$ cat src/pyonpyon_pkg.sv
package pyonpyon_pkg;

  // --------------------
  // widths and types
  // --------------------
  typedef logic [3:0]  bcd_digit_t;   // one decimal digit, 0..9
  typedef logic [6:0]  seg7_t;        // active low, segment g at bit 6
  typedef logic [32:0] box_seq_t;     // bit 0 is the box in front of the player
  typedef logic [1:0]  speed_t;       // opponent speed select
  typedef logic [27:0] tick_count_t;  // rate divider count, covers 50 MHz

  // --------------------
  // game constants
  // --------------------
  // 0 = left, 1 = right, bit 0 comes first
  localparam box_seq_t box_pattern = 33'b0_1101_0001_0101_1101_1001_0110_1000_1001;

  localparam bcd_digit_t score_start_tens = 4'd3;  // both players start at 32
  localparam bcd_digit_t score_start_ones = 4'd2;

  // opponent speed codes
  localparam speed_t speed_easy    = 2'd0;  // 1.5 steps/s
  localparam speed_t speed_medium  = 2'd1;  // 2 steps/s
  localparam speed_t speed_hard    = 2'd2;  // 3 steps/s
  localparam speed_t speed_extreme = 2'd3;  // 5 steps/s

  localparam int default_clk_hz = 50_000_000;  // board oscillator

endpackage

$ cat src/seg7_decoder.sv
`timescale 1ns/1ps

module seg7_decoder (
  input  pyonpyon_pkg::bcd_digit_t digit,
  output pyonpyon_pkg::seg7_t      segments  // 0 lights a segment
);

  always_comb begin
    case (digit)
      4'd0:    segments = 7'b100_0000;
      4'd1:    segments = 7'b111_1001;
      4'd2:    segments = 7'b010_0100;
      4'd3:    segments = 7'b011_0000;
      4'd4:    segments = 7'b001_1001;
      4'd5:    segments = 7'b001_0010;
      4'd6:    segments = 7'b000_0010;
      4'd7:    segments = 7'b111_1000;
      4'd8:    segments = 7'b000_0000;
      4'd9:    segments = 7'b001_0000;
      default: segments = 7'b100_0000;  // non-decimal codes show 0
    endcase
  end

endmodule

$ cat src/bcd_score_counter.sv
`timescale 1ns/1ps

module bcd_score_counter (
  input  logic                    clk,
  input  logic                    reset,
  input  logic                    step,   // count one box off
  output pyonpyon_pkg::bcd_digit_t ones,
  output pyonpyon_pkg::bcd_digit_t tens,
  output logic                    ended   // stepped while at 00
);

  import pyonpyon_pkg::*;

  logic ones_zero;  // borrow needed
  logic tens_zero;

  assign ones_zero = (ones == 4'd0);
  assign tens_zero = (tens == 4'd0);

  // --------------------
  // decimal down count
  // --------------------
  always_ff @(posedge clk or posedge reset) begin
    if (reset) begin
      ones  <= score_start_ones;  // 32
      tens  <= score_start_tens;
      ended <= 1'b0;
    end else if (step) begin
      if (!ones_zero) begin
        ones <= ones - 4'd1;      // plain decrement
      end else if (!tens_zero) begin
        ones <= 4'd9;             // borrow from tens
        tens <= tens - 4'd1;
      end else begin
        ended <= 1'b1;            // 00 stays, flag latches until reset
      end
    end
  end

endmodule

$ cat src/box_sequencer.sv
`timescale 1ns/1ps

module box_sequencer (
  input  logic clk,
  input  logic reset,
  input  logic hit,  // one-cycle pulse from key_judge
  output logic box   // current box, 0 = left, 1 = right
);

  import pyonpyon_pkg::*;

  box_seq_t seq;  // remaining boxes, bit 0 in front

  // --------------------
  // shift register
  // --------------------
  always_ff @(posedge clk or posedge reset) begin
    if (reset) begin
      seq <= box_pattern;  // fresh course on restart
    end else if (hit) begin
      seq <= {1'b0, seq[$bits(box_seq_t)-1:1]};  // next box moves to bit 0
    end
  end

  // past the last box the player faces lefts only
  assign box = seq[0];

endmodule

$ cat src/key_judge.sv
`timescale 1ns/1ps

module key_judge (
  input  logic clk,
  input  logic reset,
  input  logic run,        // game enabled
  input  logic finished,   // game over, freeze
  input  logic key_left,   // active high
  input  logic key_right,  // active high
  input  logic box,        // current box from sequencer
  output logic hit         // one pulse per correct press
);

  logic left_q;     // key sample from previous edge
  logic right_q;
  logic new_left;   // rising edge seen this cycle
  logic new_right;
  logic match;      // new press agrees with box
  logic allowed;    // hits only during play

  // --------------------
  // press detection
  // --------------------
  assign new_left  = key_left & ~left_q;
  assign new_right = key_right & ~right_q;

  assign match   = (new_right & box) | (new_left & ~box);  // wrong key falls out here
  assign allowed = run & ~finished;

  always_ff @(posedge clk or posedge reset) begin
    if (reset) begin
      left_q  <= 1'b0;
      right_q <= 1'b0;
      hit     <= 1'b0;
    end else begin
      left_q  <= key_left;           // tracked even while stopped
      right_q <= key_right;          // so a held key never counts later
      hit     <= match & allowed;    // high for exactly one cycle
    end
  end

endmodule

$ cat src/pc_pacer.sv
`timescale 1ns/1ps

module pc_pacer #(
  parameter int clk_hz = pyonpyon_pkg::default_clk_hz
) (
  input  logic                clk,
  input  logic                reset,
  input  logic                run,       // game enabled
  input  logic                finished,  // game over, freeze
  input  pyonpyon_pkg::speed_t speed,    // sampled at each reload
  output logic                step       // opponent step pulse
);

  import pyonpyon_pkg::*;

  // --------------------
  // reload values
  // --------------------
  localparam tick_count_t reload_easy    = tick_count_t'(clk_hz * 2 / 3 - 1);  // 1.5 Hz
  localparam tick_count_t reload_medium  = tick_count_t'(clk_hz / 2 - 1);      // 2 Hz
  localparam tick_count_t reload_hard    = tick_count_t'(clk_hz / 3 - 1);      // 3 Hz
  localparam tick_count_t reload_extreme = tick_count_t'(clk_hz / 5 - 1);      // 5 Hz

  tick_count_t count;     // cycles left until next step
  tick_count_t reload;    // period minus one for current speed
  logic        counting;  // divider may run

  assign counting = run & ~finished;

  always_comb begin
    case (speed)
      speed_easy:    reload = reload_easy;
      speed_medium:  reload = reload_medium;
      speed_hard:    reload = reload_hard;
      speed_extreme: reload = reload_extreme;
      default:       reload = reload_easy;
    endcase
  end

  // --------------------
  // down counter
  // --------------------
  always_ff @(posedge clk or posedge reset) begin
    if (reset) begin
      count <= reload_easy;  // first period runs at the easy rate
      step  <= 1'b0;
    end else begin
      step <= 1'b0;
      if (counting) begin
        if (count == '0) begin
          count <= reload;   // new speed picked up here
          step  <= 1'b1;
        end else begin
          count <= count - 1'b1;
        end
      end
    end
  end

endmodule

$ cat src/game_timer.sv
`timescale 1ns/1ps

module game_timer #(
  parameter int clk_hz = pyonpyon_pkg::default_clk_hz
) (
  input  logic                    clk,
  input  logic                    reset,
  input  logic                    run,       // game enabled
  input  logic                    finished,  // game over, freeze
  output pyonpyon_pkg::bcd_digit_t ones,     // elapsed seconds
  output pyonpyon_pkg::bcd_digit_t tens
);

  import pyonpyon_pkg::*;

  localparam tick_count_t reload_1hz = tick_count_t'(clk_hz - 1);  // one second

  tick_count_t count;     // cycles left in this second
  logic        counting;  // divider and digits may move
  logic        second;    // last cycle of a second

  assign counting = run & ~finished;
  assign second   = counting & (count == '0);

  // --------------------
  // 1 Hz divider
  // --------------------
  always_ff @(posedge clk or posedge reset) begin
    if (reset) begin
      count <= reload_1hz;
    end else if (counting) begin
      count <= (count == '0) ? reload_1hz : count - 1'b1;
    end
  end

  // --------------------
  // seconds 00..99
  // --------------------
  always_ff @(posedge clk or posedge reset) begin
    if (reset) begin
      ones <= 4'd0;
      tens <= 4'd0;
    end else if (second) begin
      if (ones == 4'd9) begin
        ones <= 4'd0;                                  // carry into tens
        tens <= (tens == 4'd9) ? 4'd0 : tens + 4'd1;   // 99 wraps to 00
      end else begin
        ones <= ones + 4'd1;
      end
    end
  end

endmodule

$ cat src/pyonpyon_top.sv
`timescale 1ns/1ps

module pyonpyon_top #(
  parameter int clk_hz = pyonpyon_pkg::default_clk_hz
) (
  input  logic                clk,
  input  logic                reset,            // board reset and game restart
  input  logic                run,              // game enable switch
  input  pyonpyon_pkg::speed_t speed,           // opponent rate
  input  logic                key_left,
  input  logic                key_right,
  output logic                box_led,          // current box, 1 = right
  output logic                finished,
  output pyonpyon_pkg::seg7_t  timer_seg_ones,
  output pyonpyon_pkg::seg7_t  timer_seg_tens,
  output pyonpyon_pkg::seg7_t  pc_seg_ones,
  output pyonpyon_pkg::seg7_t  pc_seg_tens,
  output pyonpyon_pkg::seg7_t  player_seg_ones,
  output pyonpyon_pkg::seg7_t  player_seg_tens
);

  import pyonpyon_pkg::*;

  logic       hit;           // correct press
  logic       step;          // opponent tick
  logic       player_ended;
  logic       pc_ended;
  bcd_digit_t timer_ones;
  bcd_digit_t timer_tens;
  bcd_digit_t pc_ones;
  bcd_digit_t pc_tens;
  bcd_digit_t player_ones;
  bcd_digit_t player_tens;

  assign finished = player_ended | pc_ended;  // first to step past 00 ends it

  // --------------------
  // player side
  // --------------------
  key_judge key_judge_i (
    .clk       (clk),
    .reset     (reset),
    .run       (run),
    .finished  (finished),
    .key_left  (key_left),
    .key_right (key_right),
    .box       (box_led),
    .hit       (hit)
  );

  box_sequencer box_sequencer_i (
    .clk   (clk),
    .reset (reset),
    .hit   (hit),
    .box   (box_led)
  );

  bcd_score_counter player_score_i (
    .clk   (clk),
    .reset (reset),
    .step  (hit),
    .ones  (player_ones),
    .tens  (player_tens),
    .ended (player_ended)
  );

  // --------------------
  // opponent and timer
  // --------------------
  pc_pacer #(.clk_hz(clk_hz)) pc_pacer_i (
    .clk      (clk),
    .reset    (reset),
    .run      (run),
    .finished (finished),
    .speed    (speed),
    .step     (step)
  );

  bcd_score_counter pc_score_i (
    .clk   (clk),
    .reset (reset),
    .step  (step),
    .ones  (pc_ones),
    .tens  (pc_tens),
    .ended (pc_ended)
  );

  game_timer #(.clk_hz(clk_hz)) game_timer_i (
    .clk      (clk),
    .reset    (reset),
    .run      (run),
    .finished (finished),
    .ones     (timer_ones),
    .tens     (timer_tens)
  );

  // --------------------
  // displays
  // --------------------
  seg7_decoder timer_ones_dec_i  (.digit(timer_ones),  .segments(timer_seg_ones));
  seg7_decoder timer_tens_dec_i  (.digit(timer_tens),  .segments(timer_seg_tens));
  seg7_decoder pc_ones_dec_i     (.digit(pc_ones),     .segments(pc_seg_ones));
  seg7_decoder pc_tens_dec_i     (.digit(pc_tens),     .segments(pc_seg_tens));
  seg7_decoder player_ones_dec_i (.digit(player_ones), .segments(player_seg_ones));
  seg7_decoder player_tens_dec_i (.digit(player_tens), .segments(player_seg_tens));

endmodule

$ cat config.mk
export PLATFORM = sky130hd
export DESIGN_NAME = pyonpyon_top
export DESIGN_NICKNAME = d
export VERILOG_FILES = /design/src/pyonpyon_pkg.sv /design/src/seg7_decoder.sv /design/src/bcd_score_counter.sv /design/src/box_sequencer.sv /design/src/key_judge.sv /design/src/pc_pacer.sv /design/src/game_timer.sv /design/src/pyonpyon_top.sv
export SDC_FILE = /design/constraint.sdc
export NUM_CORES = 1
export LEC_CHECK = 0
export CAP_MARGIN = 20
export CORE_MARGIN = 4
export CORE_UTILIZATION = 24
export CTS_CLUSTER_SIZE = 8
export DETAILED_ROUTE_END_ITERATION = 8
export DONT_BUFFER_PORTS = 1
export PLACE_DENSITY = 0.38
export SYNTH_ARGS = -nofsm -noshare
export SYNTH_HDL_FRONTEND = slang
export SYNTH_HIERARCHICAL = 1
export SYNTH_SLANG_ARGS = --single-unit
$ cat constraint.sdc
create_clock -name clk -period 6.5 [get_ports clk]
set_input_delay 0.325 -clock clk [delete_from_list [all_inputs] [get_ports clk]]
set_output_delay 0.325 -clock clk [all_outputs]
set_load 0.05 [all_outputs]
## Yosys cells after proc, flatten, opt, wreduce, memory -nomap -nowiden

Memory sizes are Yosys's and may differ from the RTL's.
Cells that the tools add are included.
W data, S select, Z words.

- Add/sub/neg operators: 8
- Equal/unequal tests: 7
- Muxes and demuxes: 11
- Bitwise gates (word level): 15
- Reductions and logical operators: 14

Operators by type and width:

| cell | number |
|---|---|
| $pmux W28 S4 | 1 |
| $logic_not A28 Y1 | 2 |
| $mux W28 | 2 |
| $sub A28 B1 Y28 const B | 2 |
| $mux W4 | 6 |
| $logic_not A4 Y1 | 4 |
| $sub A4 B1 Y4 const B | 4 |
| $reduce_and A3 Y1 | 4 |
| $add A4 B1 Y4 const B | 2 |
| $eq A4 B4 Y1 const B | 2 |
| $and A1 B1 Y1 | 7 |
| $not A1 Y1 | 6 |
| $reduce_and A2 Y1 | 3 |
| $eq A2 B2 Y1 const B | 2 |
| $ne A2 B2 Y1 const B | 2 |
| $eq A2 B1 Y1 const B | 1 |
| $logic_not A2 Y1 | 1 |
| $mux W1 | 2 |
| $or A1 B1 Y1 | 2 |

- Bits in registers: 118
- Bits in read-only memories: 672
- Word-level logic and storage cells: 76
- Memories kept: 6

Memory list:

| memory | depth | bits a word | rd ports | clocked after memory_dff | write ports | line | RTL |
|---|---|---|---|---|---|---|---|
| (name not given) | 16 | 7 | 1 | 0 | 0 | seg7_decoder.sv:9 | `case (digit)` |
| (name not given) | 16 | 7 | 1 | 0 | 0 | seg7_decoder.sv:9 |  |
| (name not given) | 16 | 7 | 1 | 0 | 0 | seg7_decoder.sv:9 |  |
| (name not given) | 16 | 7 | 1 | 0 | 0 | seg7_decoder.sv:9 |  |
| (name not given) | 16 | 7 | 1 | 0 | 0 | seg7_decoder.sv:9 |  |
| (name not given) | 16 | 7 | 1 | 0 | 0 | seg7_decoder.sv:9 |  |

## Logic depth before layout (Yosys ltp)

Gate-level depths: netlist of run 1.

- Depth in word-level cells: 5
- Mapped depth: 8
- Mapped depth without buffers: 7

## Modules after synthesis

The synthesis of run 1 kept the hierarchy.

By module, submodules not included:

| module | times used | cells an instance | area an instance (sq um) |
|---|---|---|---|
| pc_pacer | 1 | 210 | 1950.6 |
| game_timer | 1 | 197 | 1891.8 |
| box_sequencer | 1 | 69 | 1360.1 |
| bcd_score_counter | 2 | 37 | 440.4 |
| seg7_decoder (pc_ones_dec_i ...) | 4 | 25 | 183.9 |
| seg7_decoder (pc_tens_dec_i) | 1 | 24 | 183.9 |
| seg7_decoder (player_ones_dec_i) | 1 | 25 | 181.4 |
| key_judge | 1 | 8 | 106.4 |
| pyonpyon_top | 1 | 1 | 6.3 |

## Worst setup path after synthesis of run 1

Ideal clock, no wire load.

- Path type: register to register
- Start point: register pc_score_i.ended
- End point: register game_timer_i.count[26]
- Setup time: 125 ps
- Data arrival time: 2337 ps
- Data required time: 6375 ps
- Slack: 4038 ps
- Cell stages (with the launch flop): 7
- Period minus slack after synthesis: 2462 ps
- Cells stage by stage: dfrtp_1 -> or2_1 -> nor4b_2 -> nand4_1 -> or3_1 -> nor3_1 -> mux2_2

- Longest elaborated chain between the ends: 3

RTL lines:

| what | line | RTL |
|---|---|---|
| start, declared | bcd_score_counter.sv:9 | `output logic ended` |
| start signal, assigned | bcd_score_counter.sv:27 | `ended <= 1'b0;` |
| start signal, assigned | bcd_score_counter.sv:35 | `ended <= 1'b1;` |
| $or A1 B1 Y1 | pyonpyon_top.sv:35 | `assign finished = player_ended \| pc_ended;` |
| via finished | pyonpyon_top.sv:13 | `output logic finished,` |
| $not A1 Y1 | game_timer.sv:22 | `assign counting = run & ~finished;` |
| $and A1 B1 Y1 | game_timer.sv:22 |  |
| end signal, assigned | game_timer.sv:30 | `count <= reload_1hz;` |
| end signal, assigned | game_timer.sv:32 | `count <= (count == '0) ? reload_1hz : count - 1'b1;` |
| end, declared | game_timer.sv:18 | `tick_count_t count;` |

The timed path passes the listed nets, and every way through them passes these cells.
A chain may end at the register's enable or synchronous reset.

## Worst setup path after layout of run 1

Ends and elaborated chain as after synthesis.

==> results.json, run 1 <==
{
  "crit_path_end_kind": "flip-flop",
  "synth_top_family_by_area": "simple AND/OR/NAND/NOR gates",
  "cp.arrival_ns": 3.13,
  "gp_congestion": 0.737,
  "leakagePower_nw": 3.33,
  "clock_latency_ns": 0.41,
  "drive_gt1_frac": 0.247,
  "rows": 63,
  "skew_ns": 0.00879,
  "synth.area.top_cells": "dfrtp_1 (23%), dfstp_2 (19%), ha_1 (6.3%)",
  "post_cts_buffers": 0,
  "netlist-cell-type-count": 76,
  "synth_fa_ha_area_frac": 0.0634,
  "path_cells": "or2_1 > nor4b_2 > nand4_1 > or3_1 > nor3_1 > mux2_2",
  "timing.final.crit_share": 0.436,
  "finalSetupViolCount": 0,
  "first_pass_iters": 4,
  "detail-route-antenna-nets": 0,
  "die_w_um": 182,
  "wirelength_um": 15600,
  "yosys_most_used_dff": "dfrtp_1",
  "drc": 0,
  "max_stage_delay_ns": 0.53,
  "status": "finished clean",
  "netlist_area_um2": 7300,
  "setup.worst_path.start_class": "flip-flop",
  "ir_drop_mv": 0.151,
  "syn_avg_cell_area_um2": 10.3,
  "initial_core_util": 0.245,
  "antenna_cells": 0,
  "cts_tree": "built",
  "cts_buffers": 17,
  "synth_mux_area_frac": 0.0857,
  "place_ws_ns": 3.62,
  "fin_ws_ns": 3.66,
  "vias": 5081,
  "ys_async_sr_fraction": 1.00,
  "drtIter0Drc": 265,
  "pwr_density_cell_nw_per_um2": 262,
  "whs_ns": 0.0787,
  "synth_cells": 708,
  "drv_slew": 0,
  "yosysMostFrequentCell": "dfrtp_1",
  "io_pins": 51,
  "cts_resized": 0,
  "clock_sink_count": 118,
  "die_h_um": 182,
  "finalHoldViolations": 0,
  "core_area_um2": 29800,
  "cts_buffer_depth": 2,
  "antenna_found_initial": 0,
  "yosys_warnings": 6,
  "hold_buffers": 3,
  "max_slew.worst_pin.slew_ns": 1.12,
  "synth_edf_count": 0,
  "viasPerCell": 4.58,
  "grt_use_total": 0.0959,
  "rsz0062_at_grt": "false",
  "cts_htree_levels": 4,
  "portBuffers": 0,
  "area_growth_syn_to_layout_pct": 12.7,
  "final.setup.tns_ns": 0,
  "hpwl_um": 10700,
  "fmax_ghz": 0.353,
  "ys_top_cells_by_count": "dfrtp_1 (66), nand2_1 (56), nor2_1 (54)",
  "grt_max_degree": 37,
  "utilization": 0.276,
  "cp_max_fo": 8,
  "overflow": 0,
  "hold_class": "input port to flip-flop",
  "yosys_register_bits": 118,
  "synth-xor-area-share": 0.0312,
  "syn-num-nets": 752,
  "drt-wirelength-per-cell_um": 14.1,
  "required_ns": 6.79,
  "slew_headroom": 0.233,
  "cts-root-buf": "clkbuf_16",
  "yosysSeqAreaShare": 0.414,
  "critical_path_class": "flip-flop to flip-flop",
  "dp.cells": 1075,
  "synth_top_area_cell": "dfrtp_1",
  "grt_pass1_vias": 5139,
  "maxCapViolCount": 0,
  "dieArea_um2": 33300,
  "path_clk_slew_ns": 0.06,
  "synth_compound_area_frac": 0.123,
  "slowest_stage": "or2_1",
  "synth-simple-area-share": 0.229,
  "grt_pass1_wl_um": 26700,
  "period_minus_slack_ns": 2.84,
  "fillers": 3091,
  "fin_nets": 751,
  "fin_cells": 1110,
  "netlist.area_leader.share": 0.226
}
## area by class of cell
| cell class | count | area, um2 | area share |
|---|---|---|---|
| clock buffers | 19 | 453 | 0.0551 |
| clock inverters | 13 | 100 | 0.0122 |
| well taps | 390 | 488 | 0.0594 |
| multi-input cells | 520 | 3910 | 0.476 |
| inverters | 41 | 154 | 0.0187 |
| repair buffers | 9 | 95.1 | 0.0116 |
| flip-flops and latches | 118 | 3020 | 0.367 |
## critical path: cells and delay by family, from the launching register on
family           cells  cell delay, ns
AND/OR/NAND/NOR      5            1.99
flip-flops           1            0.37
multiplexers         1            0.35
## per-layer routing
layer  track usage  routed length (um)  vias up
met1         0.124                7500     2489
met5             0                   0        -
met2         0.159                7460       62
li1              -                   -     2517
met4        0.0285                 229        0
met3        0.0231                 409       13
## state kept, by name (all words and copies together), names as in the netlist, 4 cells and up
name,cells
box_sequencer_i/seq,32
game_timer_i/count,28
pc_pacer_i/count,28
game_timer_i/ones,4
game_timer_i/tens,4
pc_score_i/ones,4
pc_score_i/tens,4
player_score_i/ones,4
player_score_i/tens,4
## cells by family after synthesis
group	after synthesis
buffers and inverters	70
DFF	118
and+or+nand+nor	280
adders and majority gates	37
xor gates and xnor gates	26
AOI/OAI and AO/OA	130
muxes	47
## final timing paths
check / startpoint / end / slack [ns] / cells after the start
worst max-delay path: pc_score_i/ended$_DFFE_PP0P_ / game_timer_i/count[26]$_DFFE_PP0P_ / 3.66 / 6
worst min-delay path: key_right / key_judge_i/hit$_DFF_PP0_ / 0.08 / 2
worst max register to register: pc_score_i/ended$_DFFE_PP0P_ / game_timer_i/count[26]$_DFFE_PP0P_ / 3.66 / 6
worst min register to register: player_score_i/ended$_DFFE_PP0P_ / player_score_i/ended$_DFFE_PP0P_ / 0.46 / 1
max in group asynchronous: reset / game_timer_i/count[4]$_DFFE_PP1P_ / 5.50 / 3
min in group asynchronous: reset / key_judge_i/left_q$_DFF_PP0_ / 0.38 / 2
## through the flow
| step | total power, mW | area [um2] |
|---|---|---|
| global route | 2.28 | 8220 |
| CTS | 2.19 | 8220 |
| floorplan | 1.20 | 7300 |
| global placement | 1.29 | 7610 |
| finish | 2.15 | 8220 |
| detailed placement | 1.30 | 7640 |
## where the power goes
group | switching (mW) | internal (mW)
clock | 0.360 | 0.510
sequential | 0.113 | 0.850
combinational | 0.187 | 0.135
## placed cells by master, fill, tap and decap left out, types with 7 or more instances in the layout
master,n
a22oi_1,11
mux2_2,8
nand2_1,56
o21ai_0,23
clkbuf_16,17
nor3_1,33
dfrtp_1,65
nor2b_1,10
dfstp_2,52
nand2b_1,16
a21oi_1,34
xnor2_1,17
nand3_1,16
xor2_1,9
or3_1,7
o22a_1,10
inv_1,41
mux2_4,29
nor2_1,54
o21a_1,8
mux2i_1,10
ha_1,37
nor4_1,13
Note: power is estimated with default switching activity, not from simulation.
==> run 2, diff against run 1 <==
PLACE_DENSITY = 0.39   (was 0.38)
clock period = 2.6 ns   (was 6.5 ns; I/O delays follow)
==> run 2 against run 1 <==
Register-to-register slack worse by 3.3 ns. Critical endpoint is now game_timer_i/count[7]$_DFFE_PP0P_. Sequential share of layout area is 2.1 points lower. Die area stayed put. Cell area is 6.0% higher. Highest routed layer unchanged. Fmax is 26% higher. Clock skew is 0.0020 ns lower. Utilization is 1.7 points higher. Critical path depth is 1 higher.
==> results.json, run 2 (same netlist as run 1, synthesis figures left out) <==
{
  "ir_drop_mv": 0.285,
  "first_pass_iters": 5,
  "final.setup.tns_ns": 0,
  "rsz0062_at_grt": "false",
  "drt-wirelength-per-cell_um": 13.3,
  "fillers": 3130,
  "clock_latency_ns": 0.42,
  "hpwl_um": 10700,
  "finalHoldViolations": 0,
  "critical_path_class": "flip-flop to flip-flop",
  "cts-root-buf": "clkbuf_16",
  "most-common-layout-cells": "dfrtp_1 (65), buf_4 (59), nand2_1 (56)",
  "viasPerCell": 4.45,
  "cts_resized": 0,
  "hold_class": "input port to flip-flop",
  "cts_buffer_depth": 2,
  "cts_htree_levels": 4,
  "gp_congestion": 0.719,
  "top_regs": "box_sequencer_i/seq x32, game_timer_i/count x28, pc_pacer_i/count x28",
  "slowest_stage": "or4_1",
  "grt_max_degree": 37,
  "largest_register": "box_sequencer_i/seq",
  "place_ws_ns": 0.367,
  "timing.final.crit_share": 0.865,
  "antenna_found_initial": 0,
  "fin_nets": 806,
  "grt_pass1_vias": 5071,
  "cp_max_fo": 12,
  "setup.worst_path.start_class": "flip-flop",
  "max_slew.worst_pin.slew_ns": 0.853,
  "skew_ns": 0.00675,
  "slew_headroom": 0.429,
  "drtIter0Drc": 301,
  "vias": 5187,
  "largest_reg_flops": 32,
  "rows": 63,
  "drc": 0,
  "maxCapViolCount": 0,
  "required_ns": 2.94,
  "fmax_ghz": 0.445,
  "finalSetupViolCount": 0,
  "grt_use_total": 0.0975,
  "critPathTopFamily": "simple AND/OR/NAND/NOR gates",
  "fin_area_um2": 8720,
  "cp.arrival_ns": 2.59,
  "leakagePower_nw": 3.66,
  "placed_cell_area_um2": 8040,
  "whs_ns": 0.0226,
  "core_area_um2": 29800,
  "initial_core_util": 0.245,
  "final_common_cell": "dfrtp_1",
  "path_clk_slew_ns": 0.06,
  "path_cells": "or2_1 > nor4b_2 > buf_4 > nand2_1 > or4_1 > xor2_1 > nor2_1",
  "pwr_density_cell_nw_per_um2": 669,
  "drv_slew": 0,
  "max_stage_delay_ns": 0.52,
  "drive_gt1_frac": 0.299,
  "status": "finished clean",
  "p_total_mw": 5.83,
  "clock_sink_count": 118,
  "detail-route-antenna-nets": 0,
  "dieArea_um2": 33300,
  "io_pins": 51,
  "grt_pass1_wl_um": 26700,
  "post_cts_buffers": 0,
  "die_h_um": 182,
  "crit_buf_inv": 1,
  "wirelength_um": 15500,
  "die_w_um": 182,
  "antenna_cells": 0,
  "fin_ws_ns": 0.352,
  "overflow": 0,
  "portBuffers": 0,
  "area_growth_syn_to_layout_pct": 19.5,
  "crit_path_end_kind": "flip-flop",
  "period_minus_slack_ns": 2.25,
  "cts_tree": "built",
  "cts_buffers": 17
}
-- run 2: cell types whose count changed in the layout (fill, tap and decap cells not counted), sizes merged --
cell         change
clkinvlp         -4
inv              +4
dlygate4sd3      +1
clkbuf           -2
clkinv           -2
bufinv           +4
buf             +54
-- run 2: final timing paths --
kind / startpoint / endpoint / slack, ns / cells past startpoint
max in group asynchronous: reset / game_timer_i/count[25]$_DFFE_PP1P_ / 1.84 / 3
min in group asynchronous: reset / key_judge_i/left_q$_DFF_PP0_ / 0.15 / 2
hold reg to reg: player_score_i/ended$_DFFE_PP0P_ / player_score_i/ended$_DFFE_PP0P_ / 0.46 / 1
hold / removal: run / pc_pacer_i/step$_DFF_PP0_ / 0.02 / 2
setup reg to reg: pc_score_i/ended$_DFFE_PP0P_ / game_timer_i/count[7]$_DFFE_PP0P_ / 0.35 / 7
setup / recovery: pc_score_i/ended$_DFFE_PP0P_ / game_timer_i/count[7]$_DFFE_PP0P_ / 0.35 / 7
-- run 2: report_power, final --
group | switching (mW) | leakage [nW] | internal, mW
clock network | 0.944 | 0.310 | 1.63
registers | 0.272 | 1.42 | 2.12
logic | 0.481 | 1.93 | 0.379
total | 1.70 | 3.66 | 4.13
-- run 2: cell type report --
cell class / count / area (um2) / area share
Multi-Input combinational cell: 520 / 3910 / 0.449
Sequential cell: 118 / 3020 / 0.346
Timing Repair Buffer: 64 / 503 / 0.0577
Tap cell: 390 / 488 / 0.0560
Clock buffer: 17 / 425 / 0.0488
Clock inverter: 15 / 215 / 0.0247
Inverter: 41 / 154 / 0.0177
-- run 2: per-layer routing --
| layer | vias up | track usage | wire length (um) |
|---|---|---|---|
| met5 | - | 0 | 0 |
| met4 | 0 | 0.0345 | 207 |
| met3 | 16 | 0.0209 | 443 |
| met2 | 54 | 0.150 | 7200 |
| met1 | 2482 | 0.135 | 7690 |
| li1 | 2635 | - | - |
-- run 2: timing repair --
| action | 4_1_cts | 5_1_grt |
|---|---|---|
| endpoints found under the setup margin | 0 | 0 |
| hold buffers | 4 | 0 |
| endpoints found under the hold margin | 103 | 0 |
-- run 2: worst register-to-register path: cells and delay by family (launching register included) --
kind / cells / cell delay [ns]
buf+inv: 1 / 0.18
xor+xnor: 1 / 0.15
flops: 1 / 0.37
simple gates: 5 / 1.46
-- run 2: through the flow --
stage	utilization	std cells
after floorplan	-	708
after global placement	0.270	1129
after detailed placement	0.270	1129
after CTS	0.293	1165
after global routing	0.293	1165
final	0.293	1165
